`src/design/pcxt_audio_pkg.sv`:
```
// Shared types for the audio back end
// Sample, mix and level widths, the option word
// and the boost compressor curve constants

package pcxt_audio_pkg;

	//////////////////////////////
	// Sample and level types
	//////////////////////////////

	// FM synthesizer sample, two's complement
	typedef logic signed [15:0] sample_t;

	// Mixer width, one guard bit above the sample
	typedef logic [16:0] mix_t;

	// Tandy sound level, unsigned byte
	typedef logic [7:0] tandy_t;

	// Option word from the OSD menu
	typedef struct packed {
		logic [1:0] spk_vol;     // Speaker volume, shift 0..3
		logic [1:0] tandy_vol;   // Tandy volume, shift 0..3
		logic [1:0] boost;       // 0 off, 1 is 2x, 2 and 3 are 4x
		logic [1:0] stereo_mix;  // Passed to the output unchanged
	} audio_opts_t;

	//////////////////////////////
	// Compressor curves
	//////////////////////////////

	// Curve one, 2x boost
	localparam logic [15:0] CMP1_DIV  = 16'd4;
	localparam logic [15:0] CMP1_GAIN = 16'd2;
	localparam logic [15:0] CMP1_KNEE = 16'd14044;
	localparam logic [15:0] CMP1_BASE = 16'd28088;

	// Curve two, 4x boost
	localparam logic [15:0] CMP2_DIV  = 16'd8;
	localparam logic [15:0] CMP2_GAIN = 16'd4;
	localparam logic [15:0] CMP2_KNEE = 16'd7400;
	localparam logic [15:0] CMP2_BASE = 16'd29600;

endpackage

```
`src/design/audio_control.sv`:
```
// Option register and speaker synchronizer
// for the audio datapath

`timescale 1ns/1ps

module audio_control
	import pcxt_audio_pkg::*;
(
	input  logic        clk_chipset,
	input  logic        reset_wire,
	input  logic        speaker,
	input  audio_opts_t opts,
	output audio_opts_t opts_q,
	output logic        speaker_sync
);

	// First synchronizer flop, may go metastable
	logic speaker_meta;

	//////////////////////////////
	// Option register
	//////////////////////////////

	// One consistent option set per cycle for every stage
	always_ff @(posedge clk_chipset or posedge reset_wire) begin
		if (reset_wire) begin
			opts_q <= '0;
		end else begin
			opts_q <= opts;
		end
	end

	//////////////////////////////
	// Speaker level synchronizer
	//////////////////////////////

	// Speaker comes from the peripheral clock domain
	// Two flops, so speaker_sync lags by 2 cycles
	always_ff @(posedge clk_chipset or posedge reset_wire) begin
		if (reset_wire) begin
			speaker_meta <= 1'b0;
			speaker_sync <= 1'b0;
		end else begin
			speaker_meta <= speaker;
			speaker_sync <= speaker_meta;
		end
	end

endmodule

```
`src/design/sample_settle.sv`:
```
// Stability filter for a sample from another timing domain
// Payload type is a parameter

`timescale 1ns/1ps

module sample_settle #(
	parameter type payload_t = logic [15:0]
) (
	input  logic     clk_chipset,
	input  logic     reset_wire,
	input  payload_t sample_in,
	output payload_t sample_out
);

	// Two capture stages, stage_b is the older one
	payload_t stage_a;
	payload_t stage_b;

	// Capture every cycle
	always_ff @(posedge clk_chipset or posedge reset_wire) begin
		if (reset_wire) begin
			stage_a <= '0;
			stage_b <= '0;
		end else begin
			stage_a <= sample_in;
			stage_b <= stage_a;
		end
	end

	// Accept only when two captures agree
	// Value caught mid change never reaches the mixer
	always_ff @(posedge clk_chipset or posedge reset_wire) begin
		if (reset_wire) begin
			sample_out <= '0;
		end else if (stage_a == stage_b) begin
			sample_out <= stage_b;
		end
	end

endmodule

```
`src/design/level_scale.sv`:
```
// Volume scaler for an unsigned level
// Shift by volume, pad with zeros, extend to mixer width

`timescale 1ns/1ps

module level_scale
	import pcxt_audio_pkg::*;
#(
	parameter int IN_W  = 8,
	parameter int PAD_W = 4
) (
	input  logic            clk_chipset,
	input  logic            reset_wire,
	input  logic [IN_W-1:0] level,
	input  logic [1:0]      vol,
	output mix_t            contribution
);

	// Room for the largest volume shift of 3
	localparam int SHIFT_W = IN_W + 3;

	// Leading zeros to reach the mixer width
	localparam int FILL_W = $bits(mix_t) - SHIFT_W - PAD_W;

	logic [SHIFT_W-1:0] shifted;
	mix_t               scaled;

	// Volume step is a plain left shift
	assign shifted = {3'b000, level} << vol;

	// Tandy: 8 bits + 3 + 4 pad = 15 bits
	// Speaker: 1 bit + 3 + 11 pad = 15 bits
	assign scaled = {{FILL_W{1'b0}}, shifted, {PAD_W{1'b0}}};

	//////////////////////////////
	// Output register
	//////////////////////////////

	always_ff @(posedge clk_chipset or posedge reset_wire) begin
		if (reset_wire) begin
			contribution <= '0;
		end else begin
			contribution <= scaled;
		end
	end

endmodule

```
`src/design/mix_clamp.sv`:
```
// Three source audio mixer
// Registered 17 bit sum, then saturation to 16 bits

`timescale 1ns/1ps

module mix_clamp
	import pcxt_audio_pkg::*;
(
	input  logic    clk_chipset,
	input  logic    reset_wire,
	input  sample_t fm,
	input  mix_t    tandy,
	input  mix_t    spk,
	output sample_t mixed
);

	mix_t fm_ext;
	mix_t sum_q;
	logic overflow;

	// FM is the only signed source
	assign fm_ext = {fm[15], fm};

	//////////////////////////////
	// Stage 1, sum
	//////////////////////////////

	// Wraps in 17 bits, clamp below decides the rest
	always_ff @(posedge clk_chipset or posedge reset_wire) begin
		if (reset_wire) begin
			sum_q <= '0;
		end else begin
			sum_q <= fm_ext + tandy + spk;
		end
	end

	//////////////////////////////
	// Stage 2, saturation
	//////////////////////////////

	// Top two bits disagree, result left the 16 bit range
	assign overflow = sum_q[16] ^ sum_q[15];

	// Sign bit picks the rail, -32768 or 32767
	always_ff @(posedge clk_chipset or posedge reset_wire) begin
		if (reset_wire) begin
			mixed <= '0;
		end else if (overflow) begin
			mixed <= sample_t'({sum_q[16], {15{~sum_q[16]}}});
		end else begin
			mixed <= sample_t'(sum_q[15:0]);
		end
	end

endmodule

```
`src/design/dynamic_compressor.sv`:
```
// Boost compressor for a signed 16 bit sample
// Linear gain below the knee, reduced slope above it
// Two curves, selected by the boost setting

`timescale 1ns/1ps

module dynamic_compressor
	import pcxt_audio_pkg::*;
(
	input  logic       clk_chipset,
	input  logic       reset_wire,
	input  logic [1:0] boost,
	input  sample_t    sample_in,
	output sample_t    boosted
);

	// One compressor curve on a magnitude
	// All arithmetic wraps to 16 bits
	function automatic logic [15:0] apply_curve(
		input logic [15:0] mag,
		input logic [15:0] knee,
		input logic [15:0] gain,
		input logic [15:0] div,
		input logic [15:0] base
	);
		logic [15:0] res;
		if (mag < knee) begin
			res = mag * gain;
		end else begin
			res = ((mag - knee) / div) + base;
		end
		return res;
	endfunction

	logic        neg;
	logic [15:0] mag;
	logic [15:0] curve_1;
	logic [15:0] curve_2;
	logic [15:0] shaped;
	logic [15:0] signed_res;

	//////////////////////////////
	// Fold to magnitude
	//////////////////////////////

	// -32768 folds onto itself, stays 0x8000
	assign neg = sample_in[15];
	assign mag = neg ? (~sample_in + 16'd1) : sample_in;

	// Both curves in parallel
	assign curve_1 = apply_curve(mag, CMP1_KNEE, CMP1_GAIN, CMP1_DIV, CMP1_BASE);
	assign curve_2 = apply_curve(mag, CMP2_KNEE, CMP2_GAIN, CMP2_DIV, CMP2_BASE);

	// Boost 1 is 2x, boost 2 and 3 are 4x
	assign shaped = boost[1] ? curve_2 : curve_1;

	// Restore the sign
	assign signed_res = neg ? (~shaped + 16'd1) : shaped;

	//////////////////////////////
	// Output register
	//////////////////////////////

	always_ff @(posedge clk_chipset or posedge reset_wire) begin
		if (reset_wire) begin
			boosted <= '0;
		end else begin
			boosted <= sample_t'(signed_res);
		end
	end

endmodule

```
`src/design/pcxt_audio.sv`:
```
// Audio back end top level
// FM and Tandy settle, volume scaling, mix and clamp,
// boost compressor and raw or boosted output select

`timescale 1ns/1ps

module pcxt_audio
	import pcxt_audio_pkg::*;
(
	input  logic        clk_chipset,
	input  logic        reset_wire,
	input  sample_t     opl2_sample,
	input  tandy_t      tandy_level,
	input  logic        speaker,
	input  audio_opts_t opts,
	output sample_t     audio_l,
	output sample_t     audio_r,
	output logic [1:0]  audio_mix
);

	// Scaler geometry for both sources
	localparam int TANDY_IN_W  = $bits(tandy_t);
	localparam int TANDY_PAD_W = 4;
	localparam int SPK_IN_W    = 1;
	localparam int SPK_PAD_W   = 11;

	audio_opts_t opts_q;
	logic        speaker_sync;
	sample_t     fm_settled;
	tandy_t      tandy_settled;
	mix_t        tandy_contrib;
	mix_t        spk_contrib;
	sample_t     mixed;
	sample_t     boosted;
	sample_t     audio_out;

	audio_control i_control (
		.clk_chipset (clk_chipset),
		.reset_wire  (reset_wire),
		.speaker     (speaker),
		.opts        (opts),
		.opts_q      (opts_q),
		.speaker_sync(speaker_sync)
	);

	//////////////////////////////
	// Source conditioning
	//////////////////////////////

	sample_settle #(.payload_t(sample_t)) i_settle_fm (
		.clk_chipset(clk_chipset),
		.reset_wire (reset_wire),
		.sample_in  (opl2_sample),
		.sample_out (fm_settled)
	);

	sample_settle #(.payload_t(tandy_t)) i_settle_tandy (
		.clk_chipset(clk_chipset),
		.reset_wire (reset_wire),
		.sample_in  (tandy_level),
		.sample_out (tandy_settled)
	);

	level_scale #(.IN_W(TANDY_IN_W), .PAD_W(TANDY_PAD_W)) i_scale_tandy (
		.clk_chipset (clk_chipset),
		.reset_wire  (reset_wire),
		.level       (tandy_settled),
		.vol         (opts_q.tandy_vol),
		.contribution(tandy_contrib)
	);

	// Speaker drive is inverted, sounds when the level is low
	level_scale #(.IN_W(SPK_IN_W), .PAD_W(SPK_PAD_W)) i_scale_spk (
		.clk_chipset (clk_chipset),
		.reset_wire  (reset_wire),
		.level       (~speaker_sync),
		.vol         (opts_q.spk_vol),
		.contribution(spk_contrib)
	);

	//////////////////////////////
	// Mix and boost
	//////////////////////////////

	mix_clamp i_mix (
		.clk_chipset(clk_chipset),
		.reset_wire (reset_wire),
		.fm         (fm_settled),
		.tandy      (tandy_contrib),
		.spk        (spk_contrib),
		.mixed      (mixed)
	);

	dynamic_compressor i_compressor (
		.clk_chipset(clk_chipset),
		.reset_wire (reset_wire),
		.boost      (opts_q.boost),
		.sample_in  (mixed),
		.boosted    (boosted)
	);

	// Mono source, same sample on both channels
	assign audio_out = (opts_q.boost != 2'd0) ? boosted : mixed;
	assign audio_l   = audio_out;
	assign audio_r   = audio_out;
	assign audio_mix = opts_q.stereo_mix;

endmodule

```
`config.mk`:
```
export PLATFORM = sky130hd
export DESIGN_NAME = pcxt_audio
export DESIGN_NICKNAME = d
export VERILOG_FILES = /design/src/design/pcxt_audio_pkg.sv /design/src/design/audio_control.sv /design/src/design/sample_settle.sv /design/src/design/level_scale.sv /design/src/design/mix_clamp.sv /design/src/design/dynamic_compressor.sv /design/src/design/pcxt_audio.sv
export SDC_FILE = /design/constraint.sdc
export NUM_CORES = 1
export LEC_CHECK = 0
export ABC_CLOCK_PERIOD_IN_PS = 4540
export BUFFER_PORTS_ARGS = -buffer_cell sky130_fd_sc_hd__buf_4
export CAP_MARGIN = 10
export CORE_MARGIN = 8
export CORE_UTILIZATION = 55
export DETAILED_ROUTE_END_ITERATION = 8
export PLACE_DENSITY = 0.77
export SLEW_MARGIN = 30
export SYNTH_ARGS = -nofsm -noshare
export SYNTH_HDL_FRONTEND = slang
export SYNTH_SLANG_ARGS = --single-unit
```
`constraint.sdc`:
```
create_clock -name clk_chipset -period 4.54 [get_ports clk_chipset]
set_input_delay 0.227 -clock clk_chipset [delete_from_list [all_inputs] [get_ports clk_chipset]]
set_output_delay 0.227 -clock clk_chipset [all_outputs]
set_load 0.02 [all_outputs]
```
==> qor.tcl, run 1 <==
set qor(p_leak_nw) 5.03
set qor(timing.final.hold_violations) 0
set qor(achievable-frequency_ghz) 0.228
set qor(place_congestion) 0.938
set qor(grt_first_pass_wirelength_um) 38800
set qor(synth.most_common_cell) {sky130_fd_sc_hd__dfrtp_1}
set qor(netlist_top_cells_area) {sky130_fd_sc_hd__dfrtp_1 (43%), sky130_fd_sc_hd__mux2_2 (5.5%), sky130_fd_sc_hd__xnor2_1 (4.8%)}
set qor(maximum_number_of_pins_on_one_net_before_global_route_repair) 108
set qor(syn_avg_cell_area_um2) 10.8
set qor(num_rows) 45
set qor(critical_path_class) {flop to flop}
set qor(clock_latency_ns) 0.41
set qor(vias) 6998
set qor(ys.flop_type) {sky130_fd_sc_hd__dfrtp_1}
set qor(slew_violations) 0
set qor(syn-instance-count) 789
set qor(mappedNetlistNets) 856
set qor(pin_count) 69
set qor(synth.ff_latch_count) 146
set qor(synth_top_cell_area_share_pct) 42.8
set qor(ys_async_sr_fraction_pct) 100
set qor(antennaDiodeCount) 0
set qor(grt.total_usage_pct) 24.8
set qor(dp_hpwl_um) 16700
set qor(floorplan.initialDensity_pct) 56.1
set qor(tritoncts_buffers) 17
set qor(cp-end-kind) {flop}
set qor(routed_wire_length_per_instance_um) 21.0
set qor(area.growth.synth_to_final_pct) 25.8
set qor(fp.dieW_um) 141
set qor(antenna_violations_before_repair) 0
set qor(timing.hold.ws_ns) 0.373
set qor(post-route-min-period_ns) 4.39
set qor(start_kind) {flop}
set qor(ant_nets) 0
set qor(setup_slack_ns) 0.153
set qor(final_layout_size_suffix_gt1_share_pct) 32.1
set qor(hold_class) {flop to flop}
set qor(placement.setup.worst_slack_ns) 0.0347
set qor(max_slew_margin_pct) 37.0
set qor(grt_overflow) 0
set qor(cts-root-to-sink-buffers) 2
set qor(instances_no_fill) 1140
set qor(design.die.area_um2) 19800
set qor(drt_first_iter_violations) 683
set qor(drv_cap) 0
set qor(vias_per_cell) 6.14
set qor(yosysWarnings) 0
set qor(vdd.ir_drop.worst_uv) 382
set qor(synthDominantAreaCellType) {sky130_fd_sc_hd__dfrtp_1}
set qor(ctsRootBufferMaster) {sky130_fd_sc_hd__clkbuf_16}
set qor(crit_fanout) 7
set qor(die_y_um) 141
set qor(finalWirelength_um) 24000
set qor(ctsHtreeMaxLevel) 4
set qor(cts_num_sinks) 146
set qor(power-per-cell-area_nw_per_um2) 409
set qor(synthesis.area_um2) 8530
set qor(design.core.area_um2) 15200
set qor(yosys.cell_types.count) 100
set qor(vias_in_the_first_global_route) 7323
set qor(tritoncts_clock_tree) {yes}
set qor(synth-seq-area-share_pct) 42.8
set qor(report.final.setup_viol) 0
set qor(final_min_period_over_clock_period_pct) 96.6
set qor(net_count_final) 1007
set qor(detail_route.drc_violations) 0
set qor(worst-slew-pin-transition_ns) 0.942
set qor(required_arrival_time_at_the_worst_endpoint_ns) 4.87
set qor(path_clk_slew_ns) 0.06
set qor(io_buffers) 68
set qor(placedCellCount) 1072
set qor(worst-endpoint-arrival_ns) 4.72
set qor(finalClockSkew_ns) 0.00733
set qor(synth_commonest_cells) {sky130_fd_sc_hd__dfrtp_1 (146), sky130_fd_sc_hd__xnor2_1 (47), sky130_fd_sc_hd__mux2_2 (42)}
set qor(synth_edf_count) 0
set qor(dr.pass1.iters) 5
set qor(outcome) {finished, final reports clean}
-- flip-flops by register name (all words and copies together) (netlist names), 11 cells and up --
register	cells
i_compressor.boosted	16
i_mix.mixed	16
i_mix.sum_q	17
i_scale_tandy.contribution	11
i_settle_fm.sample_out	16
i_settle_fm.stage_a	16
i_settle_fm.stage_b	16
-- stage by stage --
step / TNS, ns / power (mW) / instance area (um^2) / util, %
floorplan: 0 / 2.41 / 8550 / -
global placement: 0 / 2.88 / 9650 / 63.5
detailed placement: 0 / 2.92 / 9650 / 63.5
CTS: 0 / 4.32 / 10600 / 69.5
global route: -0.114 / 4.58 / 10700 / 70.6
finish: 0 / 4.39 / 10700 / 70.6
-- final cells by class --
cell class	count	area, um^2
Inverter	20	83.8
Fill cell	1023	4460
Sequential cell	146	3650
Multi-Input combinational cell	557	4590
Clock buffer	21	450
Clock inverter	10	135
Timing Repair Buffer	198	1590
Tap cell	188	235
-- cells by family (layout without fill, tap and decap cells) --
group                    after synthesis  count (layout)  synth area share (%)
flip-flops                           146             146                  42.8
XOR/XNOR                              78              78                  8.27
AO/OA/AOI/OAI                        190             190                  17.5
adder cells (fa/ha/maj)               32              32                  5.13
buffers and inverters                 86             249                  5.17
AND/OR/NAND/NOR                      196             196                  13.0
multiplexers                          61              61                  8.11
-- critical path: stages (launching register included) --
cell and delay, ns:
sky130_fd_sc_hd__dfrtp_1 0.42, sky130_fd_sc_hd__inv_1 0.11, sky130_fd_sc_hd__ha_2 0.25, sky130_fd_sc_hd__buf_4 0.15, sky130_fd_sc_hd__nand3b_1 0.09, sky130_fd_sc_hd__or4_1 0.54
sky130_fd_sc_hd__o211a_1 0.18, sky130_fd_sc_hd__nor3_1 0.23, sky130_fd_sc_hd__nor2_1 0.09, sky130_fd_sc_hd__xnor2_1 0.14, sky130_fd_sc_hd__ha_1 0.32, sky130_fd_sc_hd__nor3_1 0.23
sky130_fd_sc_hd__nand3_1 0.12, sky130_fd_sc_hd__o41ai_2 0.07, sky130_fd_sc_hd__mux2i_1 0.21, sky130_fd_sc_hd__a21oi_1 0.09, sky130_fd_sc_hd__a311oi_2 0.39, sky130_fd_sc_hd__nand3_4 0.18
sky130_fd_sc_hd__o41ai_4 0.32, sky130_fd_sc_hd__xor2_1 0.19
-- cell usage in the layout, fill, tap and decap left out, drive strengths merged, types with 10 or more instances in the layout --
| master | n |
|---|---|
| clkbuf | 21 |
| a21o | 20 |
| nor4 | 10 |
| buf | 164 |
| xnor2 | 48 |
| a211oi | 10 |
| dfrtp | 146 |
| nor2b | 13 |
| a21oi | 34 |
| nand3 | 14 |
| nand2b | 11 |
| inv | 18 |
| mux2i | 17 |
| mux2 | 42 |
| o211ai | 11 |
| nor3 | 16 |
| ha | 27 |
| nand2 | 35 |
| o21ai | 36 |
| nor2 | 42 |
| xor2 | 30 |
| dlygate4sd3 | 34 |
| nand4 | 13 |
-- repair_timing --
item,in CTS,in global routing
setup buffers,0,3
hold endpoints to repair,33,1
setup endpoints to repair,0,8
resized for setup,0,28
hold buffers,33,1
-- power by group --
group / total, mW / internal, mW / switching, mW
sequential: 1.50 / 1.41 / 0.0861
clock: 1.37 / 0.872 / 0.502
combinational: 1.52 / 0.658 / 0.862
total: 4.39 / 2.94 / 1.45
-- layer usage --
metal  vias to the layer above  GRT usage (%)  wire, um
met5                         -              0         0
met4                         0           11.0      1000
met3                        77           4.66      1350
met2                       304           44.2     12400
met1                      3466           28.4      9200
li1                       3151              -         -
-- path summary, 6_finish.rpt --
check	start	end	slack, ns	cells past startpoint
min in group asynchronous	reset_wire	i_compressor.boosted[3]$_DFF_PP0_	0.52	3
hold reg to reg	i_settle_fm.sample_out[3]$_DFFE_PP0N_	i_mix.sum_q[3]$_DFF_PP0_	0.37	0
hold / removal	i_settle_fm.sample_out[3]$_DFFE_PP0N_	i_mix.sum_q[3]$_DFF_PP0_	0.37	0
setup / recovery	i_mix.mixed[0]$_DFF_PP0_	i_compressor.boosted[13]$_DFF_PP0_	0.15	19
setup reg to reg	i_mix.mixed[0]$_DFF_PP0_	i_compressor.boosted[13]$_DFF_PP0_	0.15	19
max in group asynchronous	reset_wire	i_settle_fm.stage_b[7]$_DFF_PP0_	3.05	4
Note: power is estimated with default switching activity, not from simulation.
==> run 2, diff against run 1 <==
--- a/config.mk
+++ b/config.mk
@@ -5,13 +5,13 @@
 export SDC_FILE = /design/constraint.sdc
 export NUM_CORES = 1
 export LEC_CHECK = 0
-export ABC_CLOCK_PERIOD_IN_PS = 4540
+export ABC_CLOCK_PERIOD_IN_PS = 4680
 export BUFFER_PORTS_ARGS = -buffer_cell sky130_fd_sc_hd__buf_4
 export CAP_MARGIN = 10
 export CORE_MARGIN = 8
 export CORE_UTILIZATION = 55
 export DETAILED_ROUTE_END_ITERATION = 8
-export PLACE_DENSITY = 0.77
+export PLACE_DENSITY = 0.74
 export SLEW_MARGIN = 30
 export SYNTH_ARGS = -nofsm -noshare
 export SYNTH_HDL_FRONTEND = slang
==> constraint.sdc (replaced) <==
create_clock -name clk_chipset -period 4.68 [get_ports clk_chipset]
set_input_delay 0.234 -clock clk_chipset [delete_from_list [all_inputs] [get_ports clk_chipset]]
set_output_delay 0.234 -clock clk_chipset [all_outputs]
set_load 0.02 [all_outputs]
==> run 2 against run 1 <==
Compared with the run above: worst hold slack improved by 0.0057 ns; utilization decreased by 2.1 points; register-to-register slack about the same; combinational power decreased by 9%; cell count decreased by 2.4%; critical endpoint is now i_compressor.boosted[15]$_DFF_PP0_; largest cell class unchanged; largest power group is now registers.
==> qor.tcl, run 2 (synthesis gave the netlist of run 1 again) <==
set qor(placement.setup.worst_slack_ns) -0.00238
set qor(hold_class) {flop to flop}
set qor(critical_path.startpoint) {i_mix.mixed[1]$_DFF_PP0_}
set qor(slew_violations) 0
set qor(p_leak_nw) 4.86
set qor(detail_route.drc_violations) 0
set qor(path_clk_slew_ns) 0.06
set qor(final_min_period_over_clock_period_pct) 96.5
set qor(setup_slack_ns) 0.164
set qor(cts_num_sinks) 146
set qor(worst_r2r_endpoint) {i_compressor.boosted[15]$_DFF_PP0_}
set qor(fin_area_um2) 10400
set qor(tritoncts_clock_tree) {yes}
set qor(instances_no_fill) 1113
set qor(ctsHtreeMaxLevel) 4
set qor(report.final.setup_viol) 0
set qor(dp_hpwl_um) 16700
set qor(start_kind) {flop}
set qor(maximum_number_of_pins_on_one_net_before_global_route_repair) 92
set qor(required_arrival_time_at_the_worst_endpoint_ns) 4.96
set qor(crit_fanout) 6
set qor(post-route-min-period_ns) 4.52
set qor(vias_in_the_first_global_route) 7075
set qor(antennaDiodeCount) 0
set qor(pin_count) 69
set qor(io_buffers) 68
set qor(grt_first_pass_wirelength_um) 39700
set qor(outcome) {finished, final reports clean}
set qor(num_rows) 45
set qor(layout.core_utilization_pct) 68.6
set qor(grt_overflow) 0
set qor(layout.cells.most_common_list) {sky130_fd_sc_hd__dfrtp_1 (143), sky130_fd_sc_hd__buf_4 (135), sky130_fd_sc_hd__xnor2_1 (46), sky130_fd_sc_hd__mux2_2 (42), sky130_fd_sc_hd__nor2_1 (38)}
set qor(cp-end-kind) {flop}
set qor(net_count_final) 979
set qor(worst-endpoint-arrival_ns) 4.80
set qor(floorplan.initialDensity_pct) 56.1
set qor(final_layout_size_suffix_gt1_share_pct) 29.2
set qor(drv_cap) 0
set qor(vdd.ir_drop.worst_uv) 403
set qor(worstRegToRegCells) 17
set qor(detailed_place.area_um2) 9420
set qor(setup_total_negative_slack_ns) 0
set qor(critPathCapture) {i_compressor.boosted[15]$_DFF_PP0_}
set qor(antenna_violations_before_repair) 0
set qor(timing.final.hold_violations) 0
set qor(die_y_um) 141
set qor(tritoncts_buffers) 17
set qor(achievable-frequency_ghz) 0.221
set qor(regMostFlops) {i_mix.sum_q}
set qor(vias) 6850
set qor(drt_first_iter_violations) 492
set qor(fp.dieW_um) 141
set qor(routed_wire_length_per_instance_um) 22.6
set qor(reg2reg_setup_slack_ns) 0.16
set qor(power-per-cell-area_nw_per_um2) 398
set qor(timing.rr.start) {i_mix.mixed[1]$_DFF_PP0_}
set qor(timing.hold.ws_ns) 0.379
set qor(largest_register_ff_count) 17
set qor(place_congestion) 0.882
set qor(clock_latency_ns) 0.42
set qor(ant_nets) 0
set qor(ctsRootBufferMaster) {sky130_fd_sc_hd__clkbuf_16}
set qor(area.growth.synth_to_final_pct) 22.2
set qor(grt.total_usage_pct) 25.9
set qor(finalWirelength_um) 25200
set qor(max_slew_margin_pct) 35.4
set qor(mostFrequentLayoutCell) {sky130_fd_sc_hd__dfrtp_1}
set qor(total_power_mw) 4.15
set qor(finalClockSkew_ns) 0.00784
set qor(design.core.area_um2) 15200
set qor(critical_path_class) {flop to flop}
set qor(vias_per_cell) 6.15
set qor(cts-root-to-sink-buffers) 2
set qor(placedCellCount) 1044
set qor(design.die.area_um2) 19800
set qor(dr.pass1.iters) 7
set qor(worst-slew-pin-transition_ns) 0.967
[run 2: changes by cell type in the layout (fill, tap and decap cells not counted), sizes merged]
| cell | previous run | this run |
|---|---|---|
| inv | 18 | 20 |
| clkbuf | 21 | 18 |
| clkinvlp | 1 | 3 |
| buf | 164 | 136 |
| clkinv | 8 | 9 |
| bufinv | 3 | 2 |
[run 2: worst min-delay path by stage]
stage                                                     start                                   to  cells after the start
after floorplan                                         opts[0]        i_control.opts_q[0]$_DFF_PP0_                      0
after detailed placement                         tandy_level[6]  i_settle_tandy.stage_a[6]$_DFF_PP0_                      1
after CTS                 i_settle_fm.sample_out[1]$_DFFE_PP0N_             i_mix.sum_q[1]$_DFF_PP0_                      0
final                     i_settle_fm.sample_out[1]$_DFFE_PP0N_             i_mix.sum_q[1]$_DFF_PP0_                      0
after global routing      i_settle_fm.sample_out[1]$_DFFE_PP0N_             i_mix.sum_q[1]$_DFF_PP0_                      0
after global placement         i_control.speaker_meta$_DFF_PP0_     i_control.speaker_sync$_DFF_PP0_                      0
[run 2: repair_timing]
item | in CTS | in global routing
hold buffers | 34 | 0
resized for setup | 1 | 15
buffers inserted | 1 | 2
gates cloned | 0 | 0
pin swaps | 1 | 2
endpoints found under the setup margin | 3 | 10
hold endpoints to repair | 45 | 0
[run 2: cell type report]
cell class	count	area [um^2]
Clock buffer	18	429
Clock inverter	14	139
Fill cell	1020	4780
Inverter	20	81.3
Multi-Input combinational cell	557	4510
Sequential cell	146	3660
Tap cell	188	235
Timing Repair Buffer	170	1370
[run 2: where the power goes]
group / switching, mW / internal (mW)
Clock: 0.524 / 0.781
Combinational: 0.801 / 0.582
Sequential: 0.0919 / 1.37
[run 2: metal layers]
layer / GRT usage [%] / wire length, um
met3: 4.01 / 1050
met5: 0 / 0
met1: 29.7 / 9810
met2: 45.0 / 12900
met4: 15.7 / 1460
[run 2: worst max-delay path: stages, from the launching register on]
cell and delay, ns:
sky130_fd_sc_hd__dfrtp_2 0.44, sky130_fd_sc_hd__or3_1 0.40, sky130_fd_sc_hd__nand2_1 0.10, sky130_fd_sc_hd__xor2_1 0.18, sky130_fd_sc_hd__inv_1 0.11, sky130_fd_sc_hd__ha_2 0.23, sky130_fd_sc_hd__a2111oi_4 0.33, sky130_fd_sc_hd__xnor2_1 0.13
sky130_fd_sc_hd__ha_1 0.22, sky130_fd_sc_hd__buf_4 0.15, sky130_fd_sc_hd__or4_1 0.55, sky130_fd_sc_hd__nand4_1 0.13, sky130_fd_sc_hd__a31oi_1 0.14, sky130_fd_sc_hd__nor4_2 0.41, sky130_fd_sc_hd__nor2b_4 0.25, sky130_fd_sc_hd__nand3_4 0.12
sky130_fd_sc_hd__o41ai_4 0.36, sky130_fd_sc_hd__xnor2_1 0.14
